==> src/verilog/rom_loader_settings.svh <==
`ifndef ROM_LOADER_SETTINGS_SVH
`define ROM_LOADER_SETTINGS_SVH

//////////////////////////////////////////////////
// image layout
//////////////////////////////////////////////////

// number of bytes at the start of the image that form the header
`define ROM_HEADER_LEN 8

// bank starts, counted from the first byte after the header
`define ROM_BA1_START 'h100
`define ROM_BA2_START 'h200
`define ROM_BA3_START 'h300

// everything at or above this offset after the header goes to the PROM
`define ROM_PROM_START 'h380

// set to 1 so that every pair of SDRAM bytes lands with its lanes swapped
`define ROM_SWAB 1

//////////////////////////////////////////////////
// store sizes and timing
//////////////////////////////////////////////////

// word address width of one SDRAM bank, so 128 words per bank
`define ROM_SDRAM_AW 7
// byte address width of the PROM
`define ROM_PROM_AW 7
// cycles from the sampled write request to the ack pulse
`define ROM_ACK_LAT 3

`endif

==> src/verilog/rom_loader_pkg.sv <==
`include "rom_loader_settings.svh"

package rom_loader_pkg;

    // byte address as seen by the host during the download
    typedef logic [24:0] ioctl_addr_t;

    // word address for SDRAM writes, byte address for PROM writes
    typedef logic [21:0] prog_addr_t;

    // one of the four SDRAM banks
    typedef logic [1:0] bank_t;

    // SDRAM data word, the same byte is placed in both lanes
    typedef logic [15:0] prog_data_t;

    // active low lane enables, bit 0 is the low byte
    typedef logic [1:0] byte_mask_t;

    // the header is filled byte by byte but read as named fields
    // byte 0 sits in the top bits, so magic is {byte 0, byte 1}
    // and the checksum is bytes 4 to 7 with byte 4 most significant
    typedef union packed {
        logic [0:`ROM_HEADER_LEN-1][7:0] hdr_bytes;
        struct packed {
            logic [15:0] magic;
            logic [7:0]  version;
            logic [7:0]  flags;
            logic [31:0] checksum;
        } hdr_fields;
    } hdr_cfg_u;

endpackage

==> src/verilog/rom_dwnld.sv <==
`timescale 1ns/10ps
`include "rom_loader_settings.svh"

module rom_dwnld (
    input  logic                       clk,
    input  logic                       rst_n,
    input  logic                       downloading,
    input  rom_loader_pkg::ioctl_addr_t ioctl_addr,
    input  logic [7:0]                 ioctl_dout,
    input  logic                       ioctl_wr,
    input  logic                       sdram_ack,
    output rom_loader_pkg::prog_addr_t prog_addr,
    output rom_loader_pkg::prog_data_t prog_data,
    output rom_loader_pkg::byte_mask_t prog_mask,
    output logic                       prog_we,
    output rom_loader_pkg::bank_t      prog_ba,
    output logic                       prom_we,
    output logic                       header
);

    localparam rom_loader_pkg::ioctl_addr_t HDR_LEN    = `ROM_HEADER_LEN;
    localparam rom_loader_pkg::ioctl_addr_t BA1_START  = `ROM_BA1_START;
    localparam rom_loader_pkg::ioctl_addr_t BA2_START  = `ROM_BA2_START;
    localparam rom_loader_pkg::ioctl_addr_t BA3_START  = `ROM_BA3_START;
    localparam rom_loader_pkg::ioctl_addr_t PROM_START = `ROM_PROM_START;
    localparam logic                        SWAB       = 1'(`ROM_SWAB);

    // last byte taken from the host
    logic [7:0] data_q;

    rom_loader_pkg::ioctl_addr_t part_addr;
    rom_loader_pkg::ioctl_addr_t bank_start;
    rom_loader_pkg::ioctl_addr_t eff_addr;
    rom_loader_pkg::ioctl_addr_t prom_off;
    rom_loader_pkg::bank_t       bank;
    logic                        is_prom;
    logic                        byte_ok;

    //////////////////////////////////////////////////
    // address decode
    //////////////////////////////////////////////////

    // header bytes are captured elsewhere, so they never reach SDRAM or PROM
    assign header  = downloading && (ioctl_addr < HDR_LEN);
    assign byte_ok = ioctl_wr && downloading && !header;

    // offset into the image body, the header is removed first
    assign part_addr = ioctl_addr - HDR_LEN;
    assign is_prom   = part_addr >= PROM_START;
    assign prom_off  = part_addr - PROM_START;

    // the highest bank whose start is not above the offset wins
    always_comb begin
        if (part_addr >= BA3_START) begin
            bank       = 2'd3;
            bank_start = BA3_START;
        end else if (part_addr >= BA2_START) begin
            bank       = 2'd2;
            bank_start = BA2_START;
        end else if (part_addr >= BA1_START) begin
            bank       = 2'd1;
            bank_start = BA1_START;
        end else begin
            bank       = 2'd0;
            bank_start = '0;
        end
    end

    assign eff_addr = part_addr - bank_start;

    // the SDRAM picks the right half through the mask
    assign prog_data = {2{data_q}};

    //////////////////////////////////////////////////
    // write strobes
    //////////////////////////////////////////////////

    // prog_we is held until the SDRAM port acknowledges it
    // prom_we stays up until an SDRAM byte arrives or the download ends
    always_ff @(posedge clk or negedge rst_n) begin
        if (!rst_n) begin
            prog_we <= 1'b0;
            prom_we <= 1'b0;
        end else if (byte_ok) begin
            prog_we <= !is_prom;
            prom_we <= is_prom;
        end else begin
            if (!downloading || sdram_ack) prog_we <= 1'b0;
            if (!downloading) prom_we <= 1'b0;
        end
    end

    // request payload, only meaningful while a strobe is high
    always_ff @(posedge clk) begin
        if (byte_ok) begin
            data_q <= ioctl_dout;
            if (is_prom) begin
                prog_addr <= prom_off[21:0];
            end else begin
                prog_addr <= eff_addr[22:1];
                prog_ba   <= bank;
            end
            // even in-bank offsets go to the low lane unless swapped
            prog_mask <= (eff_addr[0] ^ SWAB) ? 2'b01 : 2'b10;
        end
    end

endmodule

==> config.mk <==
export PLATFORM = sky130hd
export DESIGN_NAME = rom_dwnld
export DESIGN_NICKNAME = d
export VERILOG_FILES = /design/src/verilog/rom_loader_pkg.sv /design/src/verilog/rom_dwnld.sv
export VERILOG_INCLUDE_DIRS = /design/src /design/src/verilog
export SDC_FILE = /design/constraint.sdc
export NUM_CORES = 1
export LEC_CHECK = 0
export BUFFER_PORTS_ARGS = -buffer_cell sky130_fd_sc_hd__buf_2
export CORE_MARGIN = 5
export CORE_UTILIZATION = 31
export DETAILED_ROUTE_END_ITERATION = 16
export GPL_TIMING_DRIVEN = 0
export PLACE_DENSITY_LB_ADDON = 0.12
export SYNTH_ARGS = -nofsm -noshare
export SYNTH_HDL_FRONTEND = slang
export SYNTH_SLANG_ARGS = --single-unit
==> constraint.sdc <==
create_clock -name clk -period 3.6 [get_ports clk]
set_input_delay 0.72 -clock clk [delete_from_list [all_inputs] [get_ports clk]]
set_output_delay 0.72 -clock clk [all_outputs]
set_load 0.1 [all_outputs]
After elaboration in Yosys (flattened, before gate mapping)
Index checks and enable logic that the tools add are counted.

word-level totals
  memory bits (read-only) = 0
  latch bits = 0
  input bits = 38
  memories = 0
  bits in registers = 36
  RAM bits = 0

cells by class
  bitwise gates (word level) = 1
  reduce and logical (&&, ||, !) cells = 10
  shift-type cells = 0
  $lt $le $gt $ge = 5
  eq/ne operators = 1
  mux-type cells = 11
  divide/modulo/power cells = 0
  multipliers = 0
  add/sub/neg operators = 3

operator list
  kind                      number
  $ge A25 B10 Y1 const B    3
  $ge A25 B9 Y1 const B     1
  $lt A25 B4 Y1 const B     1
  $sub A25 B4 Y25 const B   1
  $mux W23                  1
  $sub A23 B23 Y23          1
  $mux W22                  1
  $sub A22 B10 Y22 const B  1
  $mux W10                  1
  $mux W9                   1
  $mux W1                   6
  $logic_and A1 B1 Y1       3
  $logic_not A1 Y1          3
  $mux W2                   1
  $ne A2 B1 Y1 const B      1
  $reduce_and A2 Y1         1
  $reduce_bool A2 Y1        1
  $reduce_or A2 Y1          1
  $logic_or A1 B1 Y1        1
  $not A1 Y1                1

Depth between registers and ports, before layout
Gate-level depths: netlist (run 1).

  word-level depth = 7
  gate-level depth with buffers = 17
  depth with buffers taken out = 15

Worst setup path after synthesis (run 1)
Ideal clock, no wire load.

  path type = input to register
  from = input port ioctl_addr[3]
  to = register prog_addr[8], data pin
  data required time = 3.338 ns
  data arrival time = 4.386 ns
  library setup time = 0.262 ns
  stages = 15
  setup slack = -1.048 ns
  cell sequence = clkbuf_1 > inv_1 > ha_1 > or3b_1 > buf_2 > nor4_1 > xor2_1 > or4b_1 > nor2_1 > and2_1 > o311ai_0 > ha_1 > inv_1 > fa_1 > mux2_1

on the way
  cells in the longest elaborated chain, start to end = 7
  elaborated cells between the ends (all ways) = 11
  those cells by class = add/sub (3); order compare (4); mux (4)

ends and longest elaborated chain
  element               line              text
  from (decl)           rom_dwnld.sv:8    input rom_loader_pkg::ioctl_addr_t ioctl_addr,
  $sub A25 B4 Y25 (*)   rom_dwnld.sv:48   assign part_addr = ioctl_addr - HDR_LEN;
  $ge A25 B9 Y1         rom_dwnld.sv:60   end else if (part_addr >= BA1_START) begin
  $mux W9               rom_dwnld.sv:60
  $mux W10              rom_dwnld.sv:57   end else if (part_addr >= BA2_START) begin
  $mux W23              rom_dwnld.sv:54   if (part_addr >= BA3_START) begin
  $sub A23 B23 Y23      rom_dwnld.sv:69   assign eff_addr = part_addr - bank_start;
  $mux W22 (*)          rom_dwnld.sv:97   if (is_prom) begin
  to (signal assigned)  rom_dwnld.sv:98   prog_addr <= prom_off[21:0];
  to (signal assigned)  rom_dwnld.sv:100  prog_addr <= eff_addr[22:1];
  to (decl)             rom_dwnld.sv:12   output rom_loader_pkg::prog_addr_t prog_addr,

Mark *: on every way between the ends. The rest lies on a longest branch, timed or not.
A chain may end at the register's enable or synchronous reset.

Final worst setup path (run 1)
Same ends and word-level chain as after synthesis.

==> results.toml, run 1 <==
[outcome]
status = "complete, but fails checks"
failed_checks = "setup timing"

[route]
wl_per_cell_um = 14.8
drtPass1Iterations = 4
drtIter0Drc = 109
wirelength_um = 6680
ant_nets = 0
vias = 2203
vias_per_cell = 4.88
drc = 0

[yosys]
synth-async-reset-ratio_pct = 5.56
synth-seq-area-share_pct = 42.5
synth.distinct_cells = 70
ys.flop_type = "edfxtp_1"
synth_top_cell_area_share_pct = 40.5
synth-seq-cells = 36
synthTopCellsByArea = "edfxtp_1 (41%), xnor2_1 (4.5%), nor2_1 (3.6%)"
syn_nets = 289
synth.avg_cell_area_um2 = 10.3
yosys_warnings = 0
yosysTopAreaCell = "edfxtp_1"
synth-edff-count = 34
synth_common_cells = "edfxtp_1 (34), nor2_1 (24), nand2_1 (19)"
syn_area_um2 = 2520
synthCells = 245
synth.most_common_cell = "edfxtp_1"

[run]
maxCapViolCount = 0

[setup_path]
cp-end-kind = "flip-flop"
cp.arrival_ns = 4.00
cpMaxStageDelayCell = "or4_4"
cpMostUsedCell = "or4_4"
reg2reg_to = "prog_we"
reg2regPathDepth = 3
crit_fanout = 8
r2r_slack_ns = 2.80
crit_path_cell_trace = "clkbuf_16 -> or4_4 -> or4_4 -> xnor2_2 -> or4b_4 -> nor2_4 -> and2_4 -> o311ai_4 -> ha_2 -> inv_2 -> fa_2 -> mux2_4"
worst_r2r_startpoint = "prog_we"
cp_data_required_time_ns = 3.63
worst_setup_path_start_kind = "input pin"
cpPeakStageDelay_ns = 0.56
path_class = "input pin to flip-flop"

[sta]
setup-tns-final_ns = -3.59
fin_crit_ns = 3.97
setup_viol = 17
fin_ws_ns = -0.372
finalCritPeriodShare_pct = 110
finalClockSkew_ns = 0
hold_viol_final = 0
timing.slew.headroom_pct = 65.1
tightest_slew_ns = 0.520
timing.final.max_slew_violations = 0
max_freq_ghz = 0.252
grt_setup_unrepaired = "yes"

[power_and_ir_drop]
p_per_area_nw_per_um2 = 341
irDropWorstVdd_uv = 146
p_leak_nw = 1.38

[placed_design]
placed_cell_area_um2 = 3170
port_buffers = 77
gp_congestion = 0.817
pre_cts_ws_ns = -0.902
hpwl_um = 5100

[global_route]
grt_max_degree = 35
overflow = 0
grt_pass1_vias = 2039
grt_pass1_wl_um = 10600
antenna_found_initial = 0
grt_usage_pct = 13.3

[cts]
cts_buffers = 5
cts_max_level = 2
clock_latency_ns = 0.27
cts_tree = "yes"
ctsHoldBuffers = 0
path_clk_slew_ns = 0.06
cts.sinks = 36
cts_buffer_depth = 2
cts-root-buf = "clkbuf_8"

[floorplan]
fp-row-count = 32
core-area_um2 = 7810
dieHeight_um = 100
die_x_um = 100
die_area_um2 = 10000
start_util_pct = 32.3
num_io_pins = 83

[layout]
nets = 393
fillers = 793
register_area_um2 = 1070
fin_util_pct = 44.9
drive_gt1_share_pct = 45.6
syn2layout_area_growth_pct = 39.2
design_area_um2 = 3510
multi_input_area_um2 = 1420
diodes = 0

[min_path]
min_path_type = "input pin to asynchronous set/reset pin"
## per-stage QoR
stage / total power, mW / hold WS [ns] / cells
after detailed placement: 0.932 / 0.510 / 425
after global routing: 1.25 / 0.204 / 451
final: 1.19 / 0.219 / 451
after floorplan: 0.848 / 0.424 / 245
after global placement: 0.927 / 0.507 / 424
after CTS: 1.20 / 0.208 / 441
## worst max-delay path by stage
stage,from,to,cells past startpoint
after CTS,ioctl_addr[3],prog_addr[8],12
after global routing,ioctl_addr[3],prog_addr[11],15
final,ioctl_addr[3],prog_addr[8],12
after global placement,ioctl_addr[8],prog_addr[8],13
after detailed placement,ioctl_addr[8],prog_addr[8],13
after floorplan,ioctl_addr[3],prog_addr[8],15
## routing by layer
| metal | global-route usage [%] | share of wire (%) | vias up |
|---|---|---|---|
| met5 | 0 | 0 | - |
| met4 | 4.35 | 1.4 | 0 |
| met3 | 2.64 | 6.8 | 6 |
| met2 | 20.9 | 46 | 67 |
| met1 | 18.3 | 45 | 1011 |
| li1 | - | - | 1119 |
## state kept, by name, summed over array words and instances (netlist names)
signal     cells
prog_addr     22
prom_we        1
prog_we        1
prog_ba        2
prog_mask      2
data_q         8
## cell usage in the layout, fill, tap and decap left out, types with 4 or more instances in the layout
cell type   n
inv_1       5
buf_4      27
or3_1       6
nor3_1      9
xor2_1      5
edfxtp_1   34
xnor2_1    12
o21ai_0     7
clkbuf_8    5
o21bai_1    4
nand2_1    19
nand3_1     5
a21oi_1     6
buf_2      76
nand2b_1    4
nor2_1     21
## worst max-delay path, delay by kind of cell
| kind | cells | cell delay, ns |
|---|---|---|
| xor gates and xnor gates | 1 | 0.16 |
| muxes | 1 | 0.26 |
| AOI/OAI and AO/OA | 1 | 0.09 |
| buffers and inverters | 2 | 0.21 |
| adders and majority gates | 2 | 0.63 |
| and+or+nand+nor | 5 | 1.90 |
## report_power, final
part / internal, mW / leakage [nW] / switching [mW]
combinational: 0.101 / 0.990 / 0.339
clock: 0.131 / 0.0410 / 0.127
sequential: 0.490 / 0.350 / 0.00680
## kinds of logic after synthesis
family	synth area share, %
flip-flops	42.5
multiplexers	2.53
adder cells (fa/ha/maj)	3.28
XOR/XNOR	6.26
AO/OA/AOI/OAI	14.9
buffers and inverters	6.50
AND/OR/NAND/NOR	24.0
## what timing repair did
item | 4_1_cts | 5_1_grt
gates resized for setup | 4 | 23
gates cloned | 0 | 1
buffers inserted | 9 | 9
pin swaps | 9 | 10
setup endpoints to repair | 22 | 25
hold endpoints to repair | 0 | 0
## area by class of cell
class / count / share of cell area, %
timing repair buffer: 97 / 16.4
buffer: 19 / 5.35
tap: 102 / 3.64
clock buffer: 6 / 2.07
multi-input combinational: 182 / 40.6
sequential: 36 / 30.5
clock inverter: 1 / 0.143
inverter: 8 / 1.28
(Power assumes the default switching activity.)
==> run 2, diff against run 1 <==
PLACE_DENSITY_LB_ADDON = 0.2   (was 0.12)
==> run 2 against run 1 <==
The run still ends with setup timing left. Utilization up 0.21 points. Clock power up 3%. Sequential power about the same. Critical path depth up 3. Routed wire length down 1.3%. Design area up 0.46%. Global-route usage down 0.68 points. Worst setup slack better by 0.044 ns. Via count up 1.6%. Worst hold slack worse by 0.0018 ns. Flip-flop and latch count unchanged. Die area unchanged. Critical endpoint unchanged.
==> results.toml, run 2 (synthesis gave the netlist of run 1 again) <==
[outcome]
status = "complete, but fails checks"
failed_checks = "setup timing"

[power_and_ir_drop]
p_per_area_nw_per_um2 = 342
irDropWorstVdd_uv = 156
p_leak_nw = 1.38

[cts]
cts_buffers = 5
cts_max_level = 2
cts.sinks = 36
cts-root-buf = "clkbuf_8"
path_clk_slew_ns = 0.07
clock_latency_ns = 0.27
cts_buffer_depth = 2
cts_tree = "yes"

[floorplan]
num_io_pins = 83
fp-row-count = 32
start_util_pct = 32.3
core-area_um2 = 7810
die_x_um = 100
die_area_um2 = 10000
dieHeight_um = 100

[setup_path]
worst_setup_path_start_kind = "input pin"
crit_family = "simple AND/OR/NAND/NOR gates"
worst-path-buf-inv = 4
cp.arrival_ns = 3.96
path_class = "input pin to flip-flop"
cp-end-kind = "flip-flop"
crit_path_cell_trace = "clkbuf_16 -> clkinv_8 -> ha_4 -> or3b_4 -> buf_6 -> or4b_4 -> a211oi_4 -> a2bb2o_4 -> nor2_4 -> and2_4 -> o311ai_2 -> ha_2 -> inv_2 -> fa_2 -> mux2_4"
cpMaxStageDelayCell = "or4b_4"
cpPeakStageDelay_ns = 0.53
cp_data_required_time_ns = 3.63
crit_fanout = 6

[sta]
grt_setup_unrepaired = "yes"
max_freq_ghz = 0.255
setup-tns-final_ns = -1.96
timing.slew.headroom_pct = 39.5
hold_slack_ns = 0.217
tightest_slew_ns = 0.905
setup_viol = 10
fin_ws_ns = -0.328
hold_viol_final = 0
finalCritPeriodShare_pct = 109
timing.final.max_slew_violations = 0
finalClockSkew_ns = 0
fin_crit_ns = 3.93

[layout]
layout_commonest_cell = "buf_2"
diodes = 0
layout_common_cells = "buf_2 (77), edfxtp_1 (34), buf_4 (30)"
syn2layout_area_growth_pct = 39.9
multi_input_area_um2 = 1460
design_area_um2 = 3520
drive_gt1_share_pct = 48.3
nets = 395
largest_register_ffs = 22
regMostFlops = "prog_addr"
reg_top3 = "prog_addr x22, data_q x8"
fillers = 750
fin_util_pct = 45.1
register_area_um2 = 1070

[placed_design]
port_buffers = 77
placed_cell_area_um2 = 3150
pre_cts_ws_ns = -0.866
gp_congestion = 0.807
hpwl_um = 4950

[global_route]
grt_usage_pct = 12.6
antenna_found_initial = 0
grt_pass1_vias = 2078
grt_max_degree = 36
grt_pass1_wl_um = 10300
overflow = 0

[route]
vias = 2239
wirelength_um = 6590
drc = 0
drtPass1Iterations = 4
vias_per_cell = 4.93
ant_nets = 0
wl_per_cell_um = 14.5
drtIter0Drc = 126

[run]
maxCapViolCount = 0

[min_path]
min_path_type = "input pin to asynchronous set/reset pin"
-- run 2: changes by cell type in the layout (fill, tap and decap cells not counted), sizes merged --
cell and change:
clkinv +2, clkbuf -2, buf +3
-- run 2: where the power goes --
group	internal [mW]	switching [mW]	leakage (nW)
Clock	0.131	0.136	0.0453
Sequential	0.490	0.00711	0.350
Combinational	0.103	0.339	0.982
Total	0.725	0.482	1.38
-- run 2: layout make-up --
cell class	count	share of cell area, %
buffer	19	5.22
tap	102	3.62
multi-input combinational	182	41.3
sequential	36	30.4
clock inverter	3	0.390
clock buffer	5	1.95
inverter	8	1.28
timing repair buffer	99	15.8
-- run 2: what timing repair did --
item                                    in CTS  in global routing
endpoints found under the setup margin      19                 26
gates resized for setup                      3                 35
endpoints found under the hold margin        0                  0
hold buffers                                 0                  0
gates cloned                                 0                  1
pin swaps                                   10                 15
buffers inserted                             9                 13
-- run 2: worst paths after layout --
check / end / from / cells past startpoint / slack (ns)
worst min register to register: prom_we / prom_we / 2 / 0.55
max in group asynchronous: prog_we / rst_n / 1 / 3.29
worst max register to register: prog_we / prog_we / 3 / 2.77
worst min-delay path: prom_we / rst_n / 1 / 0.22
min in group clk: prom_we / prom_we / 2 / 0.55
worst max-delay path: prog_addr[8] / ioctl_addr[3] / 15 / -0.33
-- run 2: metrics by stage --
step	cells	power (mW)
2_1_floorplan	245	0.848
3_3_place_gp	424	0.926
3_5_place_dp	424	0.928
4_1_cts	441	1.20
5_1_grt	454	1.26
6_report	454	1.21
-- run 2: routing by layer --
layer | vias up | wire length, µm | GRT usage (%)
li1 | 1121 | - | -
met5 | - | 0 | 0
met4 | 0 | 86 | 4.66
met2 | 71 | 3170 | 20.0
met1 | 1039 | 2940 | 16.9
met3 | 8 | 395 | 2.71
==> run 3, diff against run 2 <==
BUFFER_PORTS_ARGS = unset   (was -buffer_cell sky130_fd_sc_hd__buf_2)
DONT_BUFFER_PORTS = 1   (was unset)
PLACE_DENSITY_LB_ADDON = unset   (was 0.2)
==> run 3 against run 2 <==
Sequential share of layout area up 4.0 points. Largest cell class unchanged. Worst setup slack better by 0.054 ns. Critical path type unchanged. The flow still finishes with violations (setup timing). First-iteration DRC count fell by 37%.
==> results.toml, run 3 (synthesis gave the netlist of run 1 again) <==
[cts]
cts_buffer_depth = 2
cts-root-buf = "clkbuf_8"
path_clk_slew_ns = 0.06
clock_latency_ns = 0.28
cts.sinks = 36
cts_tree = "yes"
cts_buffers = 5
ctsHoldBuffers = 0
cts_max_level = 2

[global_route]
grt_pass1_wl_um = 9990
antenna_found_initial = 0
overflow = 0
grt_usage_pct = 12.6
grt_pass1_vias = 1894
grt_max_degree = 36

[power_and_ir_drop]
power.share.clock_pct = 24.5
p_per_area_nw_per_um2 = 377
power_mw = 1.17
sw_frac_of_total_pct = 38.6
internal_power_uw = 720
seq_power_share_pct = 59.5
p_comb_share_pct = 15.9
p_leak_nw = 1.06
irDropWorstVdd_uv = 129
switchingPower_uw = 454

[route]
ant_nets = 0
wl_met1_um = 2650
drc = 0
wl_per_cell_um = 17.0
wirelength_um = 6380
vias = 1926
routed-wl-met3_um = 552
drtIter0Drc = 80
top_layer_used = "met4"
drtPass1Iterations = 6
met2_length_um = 3050
vias_per_cell = 5.14

[layout]
reg_top3 = "prog_addr x22, data_q x8"
register_area_um2 = 1070
regMostFlops = "prog_addr"
diodes = 0
multi_input_area_um2 = 1450
drive_gt1_share_pct = 31.5
layout_commonest_cell = "edfxtp_1"
layout_common_cells = "edfxtp_1 (34), buf_4 (28), nor2_1 (20)"
largest_register_ffs = 22
fin_util_pct = 39.8
nets = 316
final_cells = 375
fillers = 747
syn2layout_area_growth_pct = 23.4

[setup_path]
reg2reg_to = "prog_we"
cp-end-kind = "flip-flop"
crit_fanout = 3
r2r_slack_ns = 2.24
reg2regPathDepth = 3
cp.arrival_ns = 3.90
cp_data_required_time_ns = 3.63
worst_r2r_startpoint = "prog_we"
worst_setup_path_start_kind = "input pin"
path_class = "input pin to flip-flop"

[floorplan]
fp-row-count = 32
core-area_um2 = 7810
die_area_um2 = 10000
start_util_pct = 32.3
num_io_pins = 83
dieHeight_um = 100
die_x_um = 100

[run]
maxCapViolCount = 0

[placed_design]
gp_congestion = 0.777
port_buffers = 0
hpwl_um = 4850
place_inst = 347

[sta]
setup-tns-final_ns = -1.94
fin_ws_ns = -0.274
finalClockSkew_ns = 0
timing.slew.headroom_pct = 36.7
setup_viol = 14
grt_setup_unrepaired = "yes"
fin_crit_ns = 3.87
tightest_slew_ns = 0.948
finalCritPeriodShare_pct = 108
hold_slack_ns = 0.131
max_freq_ghz = 0.258
hold_viol_final = 0
timing.final.max_slew_violations = 0

[outcome]
status = "complete, but fails checks"
failed_checks = "setup timing"

[min_path]
min_path_type = "input pin to asynchronous set/reset pin"
==> run 3: cell count changes in the layout (fill, tap and decap cells not counted), moves of 2 or more <==
cell / previous run / this run
buf_2: 77 / 1
buf_4: 30 / 28
clkbuf_1: 2 / 4
clkinv_2: 2 / 0
nor2_1: 18 / 20
nor2_2: 4 / 2
nor3_2: 2 / 0
o21ai_0: 3 / 5
==> run 3: worst max-delay path by stage <==
| stage | from | end |
|---|---|---|
| after detailed placement | ioctl_addr[3] | prog_addr[9] |
| after CTS | ioctl_addr[6] | prog_addr[8] |
| after global routing | ioctl_addr[6] | prog_addr[8] |
| final | ioctl_addr[6] | prog_addr[8] |
| after floorplan | ioctl_addr[3] | prog_addr[8] |
| after global placement | ioctl_addr[3] | prog_addr[11] |
==> run 3: what timing repair did <==
item / 4_1_cts / 5_1_grt
endpoints found under the hold margin: 0 / 0
gates cloned: 0 / 0
pin swaps: 13 / 6
setup buffers: 14 / 7
gates resized for setup: 15 / 10
endpoints found under the setup margin: 14 / 25
==> run 3: critical path: stages <==
cell      delay (ns)
buf_12          0.10
or4_4           0.53
or4_4           0.52
xnor2_2         0.16
or4b_4          0.56
nor2_4          0.11
and2_4          0.16
o311ai_4        0.09
ha_2            0.22
inv_2           0.06
fa_2            0.42
mux2_4          0.26
==> run 3: metal layers <==
metal	vias to the layer above	global-route usage (%)
met2	61	21.0
met3	7	4.52
met5	-	0
li1	963	-
met1	895	14.8
met4	0	4.56
==> run 3: area by class of cell <==
cell class	instances	share of cell area, %
Sequential cell	36	34.4
Tap cell	102	4.10
Multi-Input combinational cell	182	46.5
Clock buffer	8	2.90
Buffer	18	5.47
Inverter	8	1.13
Timing Repair Buffer	21	5.47
==> run 3: metrics by stage <==
step / setup WS (ns) / cell area, µm²
4_1_cts: -0.318 / 3030
5_1_grt: -0.331 / 3110
6_report: -0.274 / 3110
3_3_place_gp: -0.787 / 2760
3_5_place_dp: -0.808 / 2770
2_1_floorplan: -0.603 / 2640
==> run 3: power groups by stage <==
stage	Sequential (mW)	Combinational (mW)	Clock (mW)
finish	0.699	0.187	0.288
global route	0.702	0.203	0.320
CTS	0.700	0.181	0.297
detailed placement	0.709	0.166	0
global placement	0.709	0.164	0
floorplan	0.703	0.145	0
