--- src/verilog/rom_loader_settings.svh ---
`ifndef ROM_LOADER_SETTINGS_SVH
`define ROM_LOADER_SETTINGS_SVH

//////////////////////////////////////////////////
// image layout
//////////////////////////////////////////////////

// number of bytes at the start of the image that form the header
`define ROM_HEADER_LEN 8

// bank starts, counted from the first byte after the header
`define ROM_BA1_START 'h100
`define ROM_BA2_START 'h200
`define ROM_BA3_START 'h300

// everything at or above this offset after the header goes to the PROM
`define ROM_PROM_START 'h380

// set to 1 so that every pair of SDRAM bytes lands with its lanes swapped
`define ROM_SWAB 1

//////////////////////////////////////////////////
// store sizes and timing
//////////////////////////////////////////////////

// word address width of one SDRAM bank, so 128 words per bank
`define ROM_SDRAM_AW 7
// byte address width of the PROM
`define ROM_PROM_AW 7
// cycles from the sampled write request to the ack pulse
`define ROM_ACK_LAT 3

`endif

--- src/verilog/rom_loader_pkg.sv ---
`include "rom_loader_settings.svh"

package rom_loader_pkg;

    // byte address as seen by the host during the download
    typedef logic [24:0] ioctl_addr_t;

    // word address for SDRAM writes, byte address for PROM writes
    typedef logic [21:0] prog_addr_t;

    // one of the four SDRAM banks
    typedef logic [1:0] bank_t;

    // SDRAM data word, the same byte is placed in both lanes
    typedef logic [15:0] prog_data_t;

    // active low lane enables, bit 0 is the low byte
    typedef logic [1:0] byte_mask_t;

    // the header is filled byte by byte but read as named fields
    // byte 0 sits in the top bits, so magic is {byte 0, byte 1}
    // and the checksum is bytes 4 to 7 with byte 4 most significant
    typedef union packed {
        logic [0:`ROM_HEADER_LEN-1][7:0] hdr_bytes;
        struct packed {
            logic [15:0] magic;
            logic [7:0]  version;
            logic [7:0]  flags;
            logic [31:0] checksum;
        } hdr_fields;
    } hdr_cfg_u;

endpackage

--- src/verilog/hdr_regs.sv ---
`timescale 1ns/10ps
`include "rom_loader_settings.svh"

module hdr_regs (
    input  logic                        clk,
    input  logic                        rst_n,
    input  logic                        header,
    input  logic                        ioctl_wr,
    input  rom_loader_pkg::ioctl_addr_t ioctl_addr,
    input  logic [7:0]                  ioctl_dout,
    output rom_loader_pkg::hdr_cfg_u    hdr_cfg
);

    // enough address bits to pick one header byte
    localparam int IDX_W = $clog2(`ROM_HEADER_LEN);

    logic [IDX_W-1:0] byte_idx;
    logic             hdr_wr;

    assign byte_idx = ioctl_addr[IDX_W-1:0];

    // header already implies downloading and an address inside the header
    assign hdr_wr = header && ioctl_wr;

    //////////////////////////////////////////////////
    // header capture
    //////////////////////////////////////////////////

    // the byte view is filled here and the fields are read by the game side
    // nothing clears it when the download ends, so the settings
    // stay available until the next reset
    always_ff @(posedge clk or negedge rst_n) begin
        if (!rst_n) begin
            hdr_cfg <= '0;
        end else if (hdr_wr) begin
            hdr_cfg.hdr_bytes[byte_idx] <= ioctl_dout;
        end
    end

endmodule

--- config.mk ---
export PLATFORM = sky130hd
export DESIGN_NAME = hdr_regs
export DESIGN_NICKNAME = d
export VERILOG_FILES = /design/src/verilog/rom_loader_pkg.sv /design/src/verilog/hdr_regs.sv
export VERILOG_INCLUDE_DIRS = /design/src /design/src/verilog
export SDC_FILE = /design/constraint.sdc
export NUM_CORES = 1
export LEC_CHECK = 0
export ABC_AREA = 1
export ABC_CLOCK_PERIOD_IN_PS = 1700
export BUFFER_PORTS_ARGS = -buffer_cell sky130_fd_sc_hd__clkbuf_2
export CORE_MARGIN = 5
export CORE_UTILIZATION = 30
export CTS_BUF_LIST = sky130_fd_sc_hd__clkbuf_16
export CTS_CLUSTER_DIAMETER = 120
export DETAILED_ROUTE_END_ITERATION = 6
export PLACE_DENSITY = 0.56
export SYNTH_ARGS = -nofsm -noshare
export SYNTH_HDL_FRONTEND = slang
export SYNTH_SLANG_ARGS = --single-unit
--- constraint.sdc ---
create_clock -name clk -period 1.7 [get_ports clk]
set_clock_uncertainty 0.2 [all_clocks]
set_input_delay 0 -clock clk [delete_from_list [all_inputs] [get_ports clk]]
set_output_delay 0 -clock clk [all_outputs]
set_load 0.01 [all_outputs]
Yosys cells after proc, flatten, opt, wreduce, memory -nomap -nowiden:

Index checks and enable logic that the tools add are counted.

* bits in registers: 64
* input port bits: 37
* output and inout port bits: 64

* mux-type cells: 3
* reductions and logical operators: 2
* bitwise gates (word level): 1
* order comparisons: 2

Operators by type and width (count)
* bitwise mux 64 bit: 1
* demux 8 bit (select 3 bit): 1
* two-way mux 8 bit: 1
* >= comparator 4 bit (second input constant): 1
* < comparator 4 x 1 -> 1 bit (second input constant): 1
* inverter 3 -> 4 bit: 1
* logical AND 1 bit: 2

Logic depth before layout (Yosys ltp):

Gate-level depths: netlist of run 1.

* depth after elaboration: 6
* mapped depth: 6
* mapped depth without buffers: 6

Least setup slack after synthesis of run 1:

OpenSTA, ideal clock, no wires.

* path type: input -> register
* start point: input port header
* end point: register hdr_cfg[10] (netlist bit)
* arrival time: 0.592 ns
* setup slack: 0.790 ns
* data required time: 1.383 ns
* path buffers: 0
* cell stages on the path: 5
* library setup time: 0.117 ns
* cells stage by stage: nand2_1 -> nor2_2 -> nand2_1 -> nand2_1 -> nand2_1

* longest elaborated chain between the ends: 1

RTL lines
* start: declaration: line hdr_regs.sv:7 `input logic header,`
* logical AND 1 bit: line hdr_regs.sv:23 `assign hdr_wr = header && ioctl_wr;`
* end: declaration: line hdr_regs.sv:11 `output rom_loader_pkg::hdr_cfg_u hdr_cfg`

Every way passes these cells.
A chain may end at the register's enable or synchronous reset.

Worst setup path in the final report of run 1:

* start point: input port header
* end point: register hdr_cfg[13] (netlist bit)

Same word-level chain as after synthesis.

==> results of run 1 <==
[worst min-delay path by stage]
stage,startpoint,slack [ps],to
finish,rst_n,50,hdr_cfg[18]
global route,rst_n,90,hdr_cfg[32]
CTS,rst_n,50,hdr_cfg[38]
detailed placement,rst_n,-150,hdr_cfg[39]
global placement,rst_n,-150,hdr_cfg[39]
floorplan,rst_n,-500,hdr_cfg[0]
[cells by family (layout without fill, tap and decap cells)]
family        after synthesis  after routing  synth area share
simple gates              213            213             0.335
flops                      64             64             0.635
buf+inv                    17            117            0.0298
[area by class of cell]
class	instances	area, um2	area share
clock buffers	9	225	0.0657
multi-input cells	213	846	0.247
flip-flops and latches	64	1600	0.467
inverters	6	22.5	0.00657
repair buffers	97	581	0.169
clock inverters	5	18.8	0.00548
well taps	105	131	0.0383
[power by group through the flow]
stage	registers, mW	logic (mW)	clock network, mW
2_1_floorplan	2.17	0.281	0
3_3_place_gp	2.03	0.885	0
3_5_place_dp	2.04	0.903	0
4_1_cts	2.02	0.928	1.56
5_1_grt	2.06	1.02	1.61
6_report	2.02	0.904	1.52
[critical path: stages]
cell and delay (ps):
sky130_fd_sc_hd__dlygate4sd3_1 530, sky130_fd_sc_hd__clkbuf_2 120, sky130_fd_sc_hd__nand2_1 80, sky130_fd_sc_hd__nor2_2 330, sky130_fd_sc_hd__nand2_1 290, sky130_fd_sc_hd__nand2_1 120
sky130_fd_sc_hd__nand2_1 60
[placed cells by master, fill, tap and decap left out]
cell type                       netlist  final
sky130_fd_sc_hd__nand2_1            173    173
sky130_fd_sc_hd__clkbuf_2             0     78
sky130_fd_sc_hd__dfrtp_1             64     64
sky130_fd_sc_hd__nand3_1             33     33
sky130_fd_sc_hd__dlygate4sd3_1        0     14
sky130_fd_sc_hd__clkbuf_16            0      9
sky130_fd_sc_hd__inv_1                3      5
sky130_fd_sc_hd__nor2_1               5      5
sky130_fd_sc_hd__clkinv_1             1      4
sky130_fd_sc_hd__buf_4                3      4
sky130_fd_sc_hd__nor2_2               2      2
sky130_fd_sc_hd__inv_2                2      2
sky130_fd_sc_hd__buf_12               0      1
[repair_timing]
action	in CTS	in global routing
hold endpoints to repair	128	0
gates resized for setup	0	0
hold buffers	14	0
[through the flow]
stage / hold WS [ps] / power (mW)
floorplan: -496 / 2.45
global placement: -153 / 2.92
detailed placement: -150 / 2.95
CTS: 53.8 / 4.52
global route: 90.0 / 4.69
finish: 51.9 / 4.44
[per-layer routing]
layer  track usage  vias to the layer above  part of all wire
li1              -                     1105                 -
met1         0.196                     1040              0.44
met2         0.235                       70              0.48
met3        0.0324                        8             0.070
met4        0.0532                        0             0.010
met5             0                        -                 0
==> impl_metrics.json, run 1 <==
{
  "dp.final_hpwl_mm": 4.96,
  "finalSetupTns_ps": 0,
  "leakagePower_nw": 1.95,
  "share_comb_of_total_power": 0.204,
  "finish.utilization": 0.417,
  "fp.dieArea_mm2": 0.0103,
  "power.switching_fraction": 0.292,
  "ant_nets": 0,
  "clock.fmax_mhz": 655,
  "finalCriticalPeriod_ps": 1530,
  "worst_ir_drop_vdd_uv": 493,
  "rows": 33,
  "critPathCapture": "hdr_cfg[13]",
  "holdCritPathClass": "input port to async pin",
  "power.internal_mw": 3.14,
  "final_cell_area_mm2": 0.00343,
  "h-tree-depth": 3,
  "drive_above_1_share": 0.244,
  "synth_to_final_area_change_pct": 35.8,
  "post-place-cells": 471,
  "max_slew.worst_pin.slew_ps": 527,
  "asyncSetResetFlopFracSynth": 1.00,
  "port_buffers": 78,
  "layout.filler_cells": 864,
  "rsz0062_at_grt": "no",
  "drv_slew": 0,
  "timing.setup.critical_path_class": "input port to flip-flop",
  "first_global_vias": 2138,
  "run_status": "completed",
  "post-place-ws_ps": 375,
  "final_cell_count_no_fill": 499,
  "reg2regPathDepth": 2,
  "clock_insertion_delay_worst_skew_ps": 320,
  "flop2flop_setup_slack_ps": 860,
  "synth.ff_latch_count": 64,
  "grt_antenna_before_repair": 0,
  "yosys_warnings": 0,
  "tritoncts": "built",
  "critical_register_to_register_path_endpoint": "hdr_cfg[13]",
  "synth.largest_area_cell": "sky130_fd_sc_hd__dfrtp_1",
  "timing_hold_violations_final": 0,
  "largestRegisters": "hdr_cfg: 64 flops",
  "numClockSinks": 64,
  "end_kind": "flip-flop",
  "synth_area_mm2": 0.00252,
  "synthesis.instances": 294,
  "postPlaceCellArea_mm2": 0.00304,
  "grt_max_degree": 65,
  "switchingPower_mw": 1.30,
  "max-slew-margin-rel": 0.648,
  "pwr-share-seq": 0.454,
  "cp_max_fo": 9,
  "synth_fp_nets": 331,
  "worst_setup_path_startpoint": "header",
  "cts.repair_timing.setup_buffer_count": 0,
  "grtUsageTotal": 0.147,
  "edff_count_synth": 0,
  "grt_pass1_wl_mm": 11.4,
  "powerDensity_mw_per_mm2": 1300,
  "nNetsFinal": 428,
  "synth_cell_types": 10,
  "synthDominantCellAreaShare": 0.635,
  "cp.arrival_ps": 1520,
  "synthFlopType": "sky130_fd_sc_hd__dfrtp_1",
  "place_congestion": 0.762,
  "clockRootBuffer": "sky130_fd_sc_hd__clkbuf_16",
  "clk_pin_slew_ps": 50,
  "regMostFlops": "hdr_cfg",
  "r2r_start": "hdr_cfg[13]",
  "postRouteWirelength_mm": 7.37,
  "floorplan.initialDensity": 0.307,
  "top_level_ports": 101,
  "clockBufferDepth": 2,
  "core_mm2": 0.00822,
  "avgSynthCellArea_um2": 8.58,
  "timing.final.setup_violations": 0,
  "die_height_um": 102,
  "cts_made_buffers": 9,
  "post_drt_wl_per_cell_um": 14.8,
  "post_synth_most_frequent_cells": "sky130_fd_sc_hd__nand2_1 (173), sky130_fd_sc_hd__dfrtp_1 (64), sky130_fd_sc_hd__nand3_1 (33), sky130_fd_sc_hd__clkbuf_1 (8), sky130_fd_sc_hd__nor2_1 (5)",
  "grt.overflow.total": 0,
  "timing.critical_path.required_ps": 1700,
  "detailroute.via_count": 2223,
  "worstSetupStartpointType": "input port",
  "synth-seq-area-share": 0.635,
  "count_of_routing_violations_after_the_opening_detailed_route_iteration": 115,
  "largest_register_ff_count": 64,
  "detail_route.drc_violations": 0,
  "max_cap_viol_count": 0,
  "firstDrtPassIters": 4,
  "synthTopCellsByArea": "sky130_fd_sc_hd__dfrtp_1 (63%), sky130_fd_sc_hd__nand2_1 (26%), sky130_fd_sc_hd__nand3_1 (6.5%), sky130_fd_sc_hd__clkbuf_1 (1.2%), sky130_fd_sc_hd__buf_4 (0.89%)",
  "post-synth-top-count-cell": "sky130_fd_sc_hd__nand2_1",
  "final_min_period_over_clock_period": 0.898,
  "num_antenna_cells": 0,
  "post_drt_via_cell_ratio": 4.45,
  "worst_case_setup_margin_in_the_final_layout_ps": 174,
  "power_frac_clock": 0.342,
  "fp.dieW_um": 102
}
(Power assumes the default switching activity.)
==> run 2: changes to the inputs <==
--- a/config.mk
+++ b/config.mk
@@ -7,7 +7,7 @@
 export NUM_CORES = 1
 export LEC_CHECK = 0
 export ABC_AREA = 1
-export ABC_CLOCK_PERIOD_IN_PS = 1700
+export ABC_CLOCK_PERIOD_IN_PS = 1800
 export BUFFER_PORTS_ARGS = -buffer_cell sky130_fd_sc_hd__clkbuf_2
 export CORE_MARGIN = 5
 export CORE_UTILIZATION = 30
@@ -15,6 +15,7 @@
 export CTS_CLUSTER_DIAMETER = 120
 export DETAILED_ROUTE_END_ITERATION = 6
 export PLACE_DENSITY = 0.56
+export SLEW_MARGIN = 10
 export SYNTH_ARGS = -nofsm -noshare
 export SYNTH_HDL_FRONTEND = slang
 export SYNTH_SLANG_ARGS = --single-unit
==> constraint.sdc (replaced) <==
create_clock -name clk -period 1.8 [get_ports clk]
set_clock_uncertainty 0.2 [all_clocks]
set_input_delay 0 -clock clk [delete_from_list [all_inputs] [get_ports clk]]
set_output_delay 0 -clock clk [all_outputs]
set_load 0.01 [all_outputs]
==> run 2 against run 1 <==
Cell count grew 2.8%; total power grew 2.2%; core utilization grew 2.3 points; final area grew 5.4%; via count grew 3.7%; die area is the same; clock power grew 16%.
==> impl_metrics.json, run 2 (same netlist as run 1, synthesis figures left out) <==
{
  "clock.fmax_mhz": 607,
  "clockBufferDepth": 2,
  "end_kind": "flip-flop",
  "grt.overflow.total": 0,
  "timing.final.setup_violations": 0,
  "timing_hold_violations_final": 0,
  "fp.dieW_um": 102,
  "rsz0062_at_grt": "no",
  "rows": 33,
  "max_slew.worst_pin.slew_ps": 551,
  "grt_max_degree": 65,
  "cp_max_fo": 9,
  "crit_path_max_incr_delay_ps": 620,
  "port_buffers": 78,
  "clockRootBuffer": "sky130_fd_sc_hd__clkbuf_16",
  "regMostFlops": "hdr_cfg",
  "post_drt_wl_per_cell_um": 15.0,
  "top_level_ports": 101,
  "final_cell_count_no_fill": 513,
  "numClockSinks": 64,
  "postRouteWirelength_mm": 7.67,
  "critical_register_to_register_path_endpoint": "hdr_cfg[19]",
  "worst_path_max_delay_cell": "sky130_fd_sc_hd__dlygate4sd3_1",
  "max-slew-margin-rel": 0.631,
  "final_min_period_over_clock_period": 0.916,
  "num_antenna_cells": 0,
  "clock_insertion_delay_worst_skew_ps": 320,
  "cp.arrival_ps": 1700,
  "floorplan.initialDensity": 0.307,
  "flop2flop_setup_slack_ps": 970,
  "first_global_vias": 2322,
  "worst_case_hold_path_end_point": "hdr_cfg[40]",
  "cts_made_buffers": 9,
  "path_cells": "clkbuf_2 -> dlygate4sd3_1 -> nor2_4 -> nand3_1 -> dlygate4sd3_1 -> nand2_1",
  "cts.repair_timing.setup_buffer_count": 0,
  "max_cap_viol_count": 0,
  "grt_pass1_wl_mm": 12.1,
  "finalCriticalPeriod_ps": 1650,
  "timing.critical_path.buf_inv": 3,
  "finish.utilization": 0.440,
  "dp.final_hpwl_mm": 4.89,
  "drive_above_1_share": 0.243,
  "nNetsFinal": 440,
  "synth_to_final_area_change_pct": 43.2,
  "reg2regPathDepth": 2,
  "timing.hold.ws_ps": 2.47,
  "tritoncts": "built",
  "layout_common_cells": "sky130_fd_sc_hd__nand2_1 (173), sky130_fd_sc_hd__clkbuf_2 (78), sky130_fd_sc_hd__dfrtp_1 (64)",
  "worstSetupStartpointType": "input port",
  "die_height_um": 102,
  "count_of_routing_violations_after_the_opening_detailed_route_iteration": 100,
  "place_congestion": 0.759,
  "drv_slew": 0,
  "largestRegisters": "hdr_cfg: 64 flops",
  "finalSetupTns_ps": 0,
  "detailroute.via_count": 2305,
  "crit_path_frequent_cell": "sky130_fd_sc_hd__dlygate4sd3_1",
  "fp.dieArea_mm2": 0.0103,
  "core_mm2": 0.00822,
  "r2r_start": "hdr_cfg[19]",
  "h-tree-depth": 3,
  "powerDensity_mw_per_mm2": 1260,
  "leakagePower_nw": 2.02,
  "timing.setup.critical_path_class": "input port to flip-flop",
  "holdCritPathClass": "input port to flip-flop",
  "run_status": "completed",
  "layout.filler_cells": 835,
  "firstDrtPassIters": 4,
  "layout.cells.most_common": "sky130_fd_sc_hd__nand2_1",
  "timing.critical_path.max_delay_family": "buffers and inverters",
  "worst_hold_path.num_cells": 5,
  "detail_route.drc_violations": 0,
  "timing.critical_path.required_ps": 1850,
  "clk_pin_slew_ps": 50,
  "hp-start": "ioctl_addr[0]",
  "largest_register_ff_count": 64,
  "worst_ir_drop_vdd_uv": 478,
  "post-place-cells": 471,
  "grt_antenna_before_repair": 0,
  "ant_nets": 0,
  "grtUsageTotal": 0.155,
  "post_drt_via_cell_ratio": 4.49
}
==> run 2: changes by cell type in the layout (fill, tap and decap cells not counted) <==
cell,before,now
sky130_fd_sc_hd__bufinv_16,0,2
sky130_fd_sc_hd__clkinv_1,4,2
sky130_fd_sc_hd__clkinv_2,0,1
sky130_fd_sc_hd__dlygate4sd3_1,14,26
sky130_fd_sc_hd__inv_1,5,6
sky130_fd_sc_hd__nor2_2,2,1
sky130_fd_sc_hd__nor2_4,0,1
==> run 2: how the worst max path moves through the flow <==
stage	startpoint	to	slack (ps)	cells after the start
global route	ioctl_addr[1]	hdr_cfg[57]	50	6
finish	ioctl_addr[1]	hdr_cfg[61]	150	6
CTS	ioctl_addr[1]	hdr_cfg[61]	10	6
floorplan	header	hdr_cfg[10]	890	5
detailed placement	ioctl_wr	hdr_cfg[59]	460	6
global placement	header	hdr_cfg[13]	450	6
==> run 2: power breakdown <==
part           switching [mW]  total (mW)  internal (mW)
clock network           0.585        1.77           1.19
registers               0.169        1.90           1.73
logic                   0.514       0.863          0.349
total                    1.27        4.54           3.27
==> run 2: worst min-delay path: cells and delay by family <==
family,cells,cell delay (ps)
buffers and inverters,2,270
AND/OR/NAND/NOR,3,210
==> run 2: what timing repair did <==
| action | 4_1_cts | 5_1_grt |
|---|---|---|
| setup endpoints to repair | 0 | 4 |
| gates resized for setup | 0 | 1 |
| hold buffers | 24 | 3 |
| hold endpoints to repair | 128 | 4 |
==> run 2: through the flow <==
stage	power [mW]	area, um2	setup slack, ps
floorplan	2.31	2520	890
global route	4.78	3610	46.9
finish	4.54	3610	152
detailed placement	2.78	3040	463
global placement	2.76	3040	455
CTS	4.60	3590	13.9
==> run 2: routing by layer <==
layer | part of all wire | vias to the layer above | track usage
met1 | 0.46 | 1098 | 0.202
met5 | 0 | - | 0
met3 | 0.052 | 13 | 0.0358
met4 | 0.017 | 0 | 0.0624
met2 | 0.47 | 64 | 0.249
li1 | - | 1130 | -
==> run 2: cell type report <==
class,instances,area (um2),area share
Sequential cell,64,1600,0.443
Multi-Input combinational cell,213,851,0.236
Timing Repair Buffer,109,701,0.194
Clock buffer,9,225,0.0623
Tap cell,105,131,0.0364
Clock inverter,7,80.1,0.0222
Inverter,6,22.5,0.00623
==> run 3: changes to the inputs <==
--- a/config.mk
+++ b/config.mk
@@ -10,11 +10,12 @@
 export ABC_CLOCK_PERIOD_IN_PS = 1800
 export BUFFER_PORTS_ARGS = -buffer_cell sky130_fd_sc_hd__clkbuf_2
 export CORE_MARGIN = 5
-export CORE_UTILIZATION = 30
+export CORE_UTILIZATION = 50
 export CTS_BUF_LIST = sky130_fd_sc_hd__clkbuf_16
 export CTS_CLUSTER_DIAMETER = 120
 export DETAILED_ROUTE_END_ITERATION = 6
-export PLACE_DENSITY = 0.56
+export GPL_ROUTABILITY_DRIVEN = 0
+export PLACE_DENSITY = 0.84
 export SLEW_MARGIN = 10
 export SYNTH_ARGS = -nofsm -noshare
 export SYNTH_HDL_FRONTEND = slang
==> run 3 against run 2 <==
Critical path type unchanged; first-iteration DRC count up 65%; non-clock buffer count down 9; global-route usage rose by 8.9 points; die area is 37% lower; sequential share of layout area grew 2.3 points; cell count fell by 9.2%; routed wire length decreased by 8.8%; largest cell class unchanged; total power fell by 6.4%; worst setup slack got worse by 18 ps; highest routed layer unchanged; count of clock-buffer cells in the layout did not move; maximum frequency fell by 1.1%.
==> impl_metrics.json, run 3 (same netlist as run 1, synthesis figures left out) <==
{
  "post_drt_wl_per_cell_um": 15.0,
  "cts.repair_timing.setup_buffer_count": 0,
  "clockBufferDepth": 2,
  "layout.filler_cells": 389,
  "grt_max_degree": 65,
  "ant_nets": 0,
  "timing.setup.critical_path_class": "input port to flip-flop",
  "largest_register_ff_count": 64,
  "grt_pass1_wl_mm": 12.0,
  "max_slew.worst_pin.slew_ps": 480,
  "post_drt_via_cell_ratio": 4.95,
  "power.internal_mw": 2.98,
  "switchingPower_mw": 1.27,
  "finish.utilization": 0.712,
  "run_status": "completed",
  "detail_route.drc_violations": 0,
  "fp.dieW_um": 81.0,
  "crit_path_max_incr_delay_ps": 560,
  "layout.cells.most_common": "sky130_fd_sc_hd__nand2_1",
  "h-tree-depth": 3,
  "power.switching_fraction": 0.299,
  "totalPowerFinal_mw": 4.25,
  "timing.final.setup_violations": 0,
  "fp.dieArea_mm2": 0.00657,
  "cts_made_buffers": 9,
  "postPlaceCellArea_mm2": 0.00298,
  "top_level_ports": 101,
  "detailroute.via_count": 2306,
  "worstSetupStartpointType": "input port",
  "final_cell_area_mm2": 0.00343,
  "grt_antenna_before_repair": 0,
  "num_antenna_cells": 0,
  "timing.critical_path.required_ps": 1860,
  "power_frac_clock": 0.348,
  "timing_hold_violations_final": 0,
  "rows": 25,
  "worst_path_max_delay_cell": "sky130_fd_sc_hd__dlygate4sd3_1",
  "timing.critical_path.buf_inv": 4,
  "drive_above_1_share": 0.246,
  "cp_max_fo": 5,
  "numClockSinks": 64,
  "first_global_vias": 2397,
  "count_of_routing_violations_after_the_opening_detailed_route_iteration": 165,
  "crit_path_frequent_cell": "sky130_fd_sc_hd__nand2_1",
  "clk_pin_slew_ps": 50,
  "floorplan.initialDensity": 0.524,
  "synth_to_final_area_change_pct": 36.1,
  "pwr-share-seq": 0.449,
  "drv_slew": 0,
  "firstDrtPassIters": 4,
  "final_min_period_over_clock_period": 0.926,
  "grt.overflow.total": 0,
  "rsz0062_at_grt": "no",
  "nNetsFinal": 431,
  "regMostFlops": "hdr_cfg",
  "clock.fmax_mhz": 600,
  "die_height_um": 81.0,
  "finalCriticalPeriod_ps": 1670,
  "worst_ir_drop_vdd_uv": 626,
  "tritoncts": "built",
  "powerDensity_mw_per_mm2": 1240,
  "postRouteWirelength_mm": 7.00,
  "port_buffers": 78,
  "layout_common_cells": "sky130_fd_sc_hd__nand2_1 (173), sky130_fd_sc_hd__clkbuf_2 (78), sky130_fd_sc_hd__dfrtp_1 (64)",
  "end_kind": "flip-flop",
  "holdCritPathClass": "input port to async pin",
  "grtUsageTotal": 0.244,
  "max_cap_viol_count": 0,
  "path_cells": "clkbuf_2 -> dlygate4sd3_1 -> inv_1 -> nand2_1 -> nor2_2 -> nand2_1 -> dlygate4sd3_1 -> nand2_1",
  "dp.final_hpwl_mm": 4.37,
  "share_comb_of_total_power": 0.203,
  "core_mm2": 0.00482,
  "timing.critical_path.max_delay_family": "buffers and inverters",
  "cp.arrival_ps": 1730,
  "leakagePower_nw": 1.99,
  "clockRootBuffer": "sky130_fd_sc_hd__clkbuf_16",
  "clock_insertion_delay_worst_skew_ps": 320,
  "largestRegisters": "hdr_cfg: 64 flops",
  "finalSetupTns_ps": 0,
  "max-slew-margin-rel": 0.679
}
==> run 3: final timing paths <==
| check | startpoint | endpoint | slack, ps | cells past startpoint |
|---|---|---|---|---|
| max in group asynchronous | rst_n | hdr_cfg[9] | 1100 | 3 |
| worst max-delay path | ioctl_addr[2] | hdr_cfg[36] | 130 | 8 |
| worst min register to register | hdr_cfg[12] | hdr_cfg[12] | 270 | 2 |
| worst max register to register | hdr_cfg[50] | hdr_cfg[50] | 930 | 2 |
| min in group clk | ioctl_addr[0] | hdr_cfg[41] | 40 | 5 |
| worst min-delay path | rst_n | hdr_cfg[38] | 30 | 3 |
==> run 3: power groups by stage <==
stage	Clock, mW	Combinational [mW]	Sequential, mW
finish	1.48	0.861	1.91
global route	1.57	0.972	1.94
CTS	1.49	0.875	1.90
detailed placement	0	0.846	1.92
global placement	0	0.815	1.91
floorplan	0	0.265	2.05
==> run 3: worst min-delay path, stage by stage <==
cell,delay [ps]
sky130_fd_sc_hd__dlygate4sd3_1,520
sky130_fd_sc_hd__clkbuf_2,120
sky130_fd_sc_hd__buf_12,300
==> run 3: area by class of cell <==
cell class                      instances  area, um2  area share
Inverter                                6       22.5     0.00656
Sequential cell                        64       1600       0.467
Timing Repair Buffer                  100        621       0.181
Tap cell                               67       83.8      0.0244
Clock inverter                          7       30.0     0.00875
Clock buffer                            9        225      0.0656
Multi-Input combinational cell        213        848       0.247
==> run 3: stage by stage <==
| stage | hold slack [ps] | setup WS [ps] | cells |
|---|---|---|---|
| after CTS | 20.8 | 6.55 | 466 |
| after global routing | 64.3 | 15.7 | 466 |
| final | 32.3 | 134 | 466 |
| after floorplan | -496 | 890 | 294 |
| after global placement | -162 | 548 | 431 |
| after detailed placement | -155 | 496 | 431 |
==> run 3: repair_timing <==
action	in CTS	in global routing
resized for setup	0	3
endpoints found under the setup margin	0	15
hold buffers	19	0
endpoints found under the hold margin	128	0
==> run 3: per-layer routing <==
layer,global-route usage,part of all wire,wire length [um]
met3,0.0466,0.062,433
met4,0.117,0.022,155
met5,0,0,0
met1,0.311,0.42,2970
met2,0.401,0.49,3440
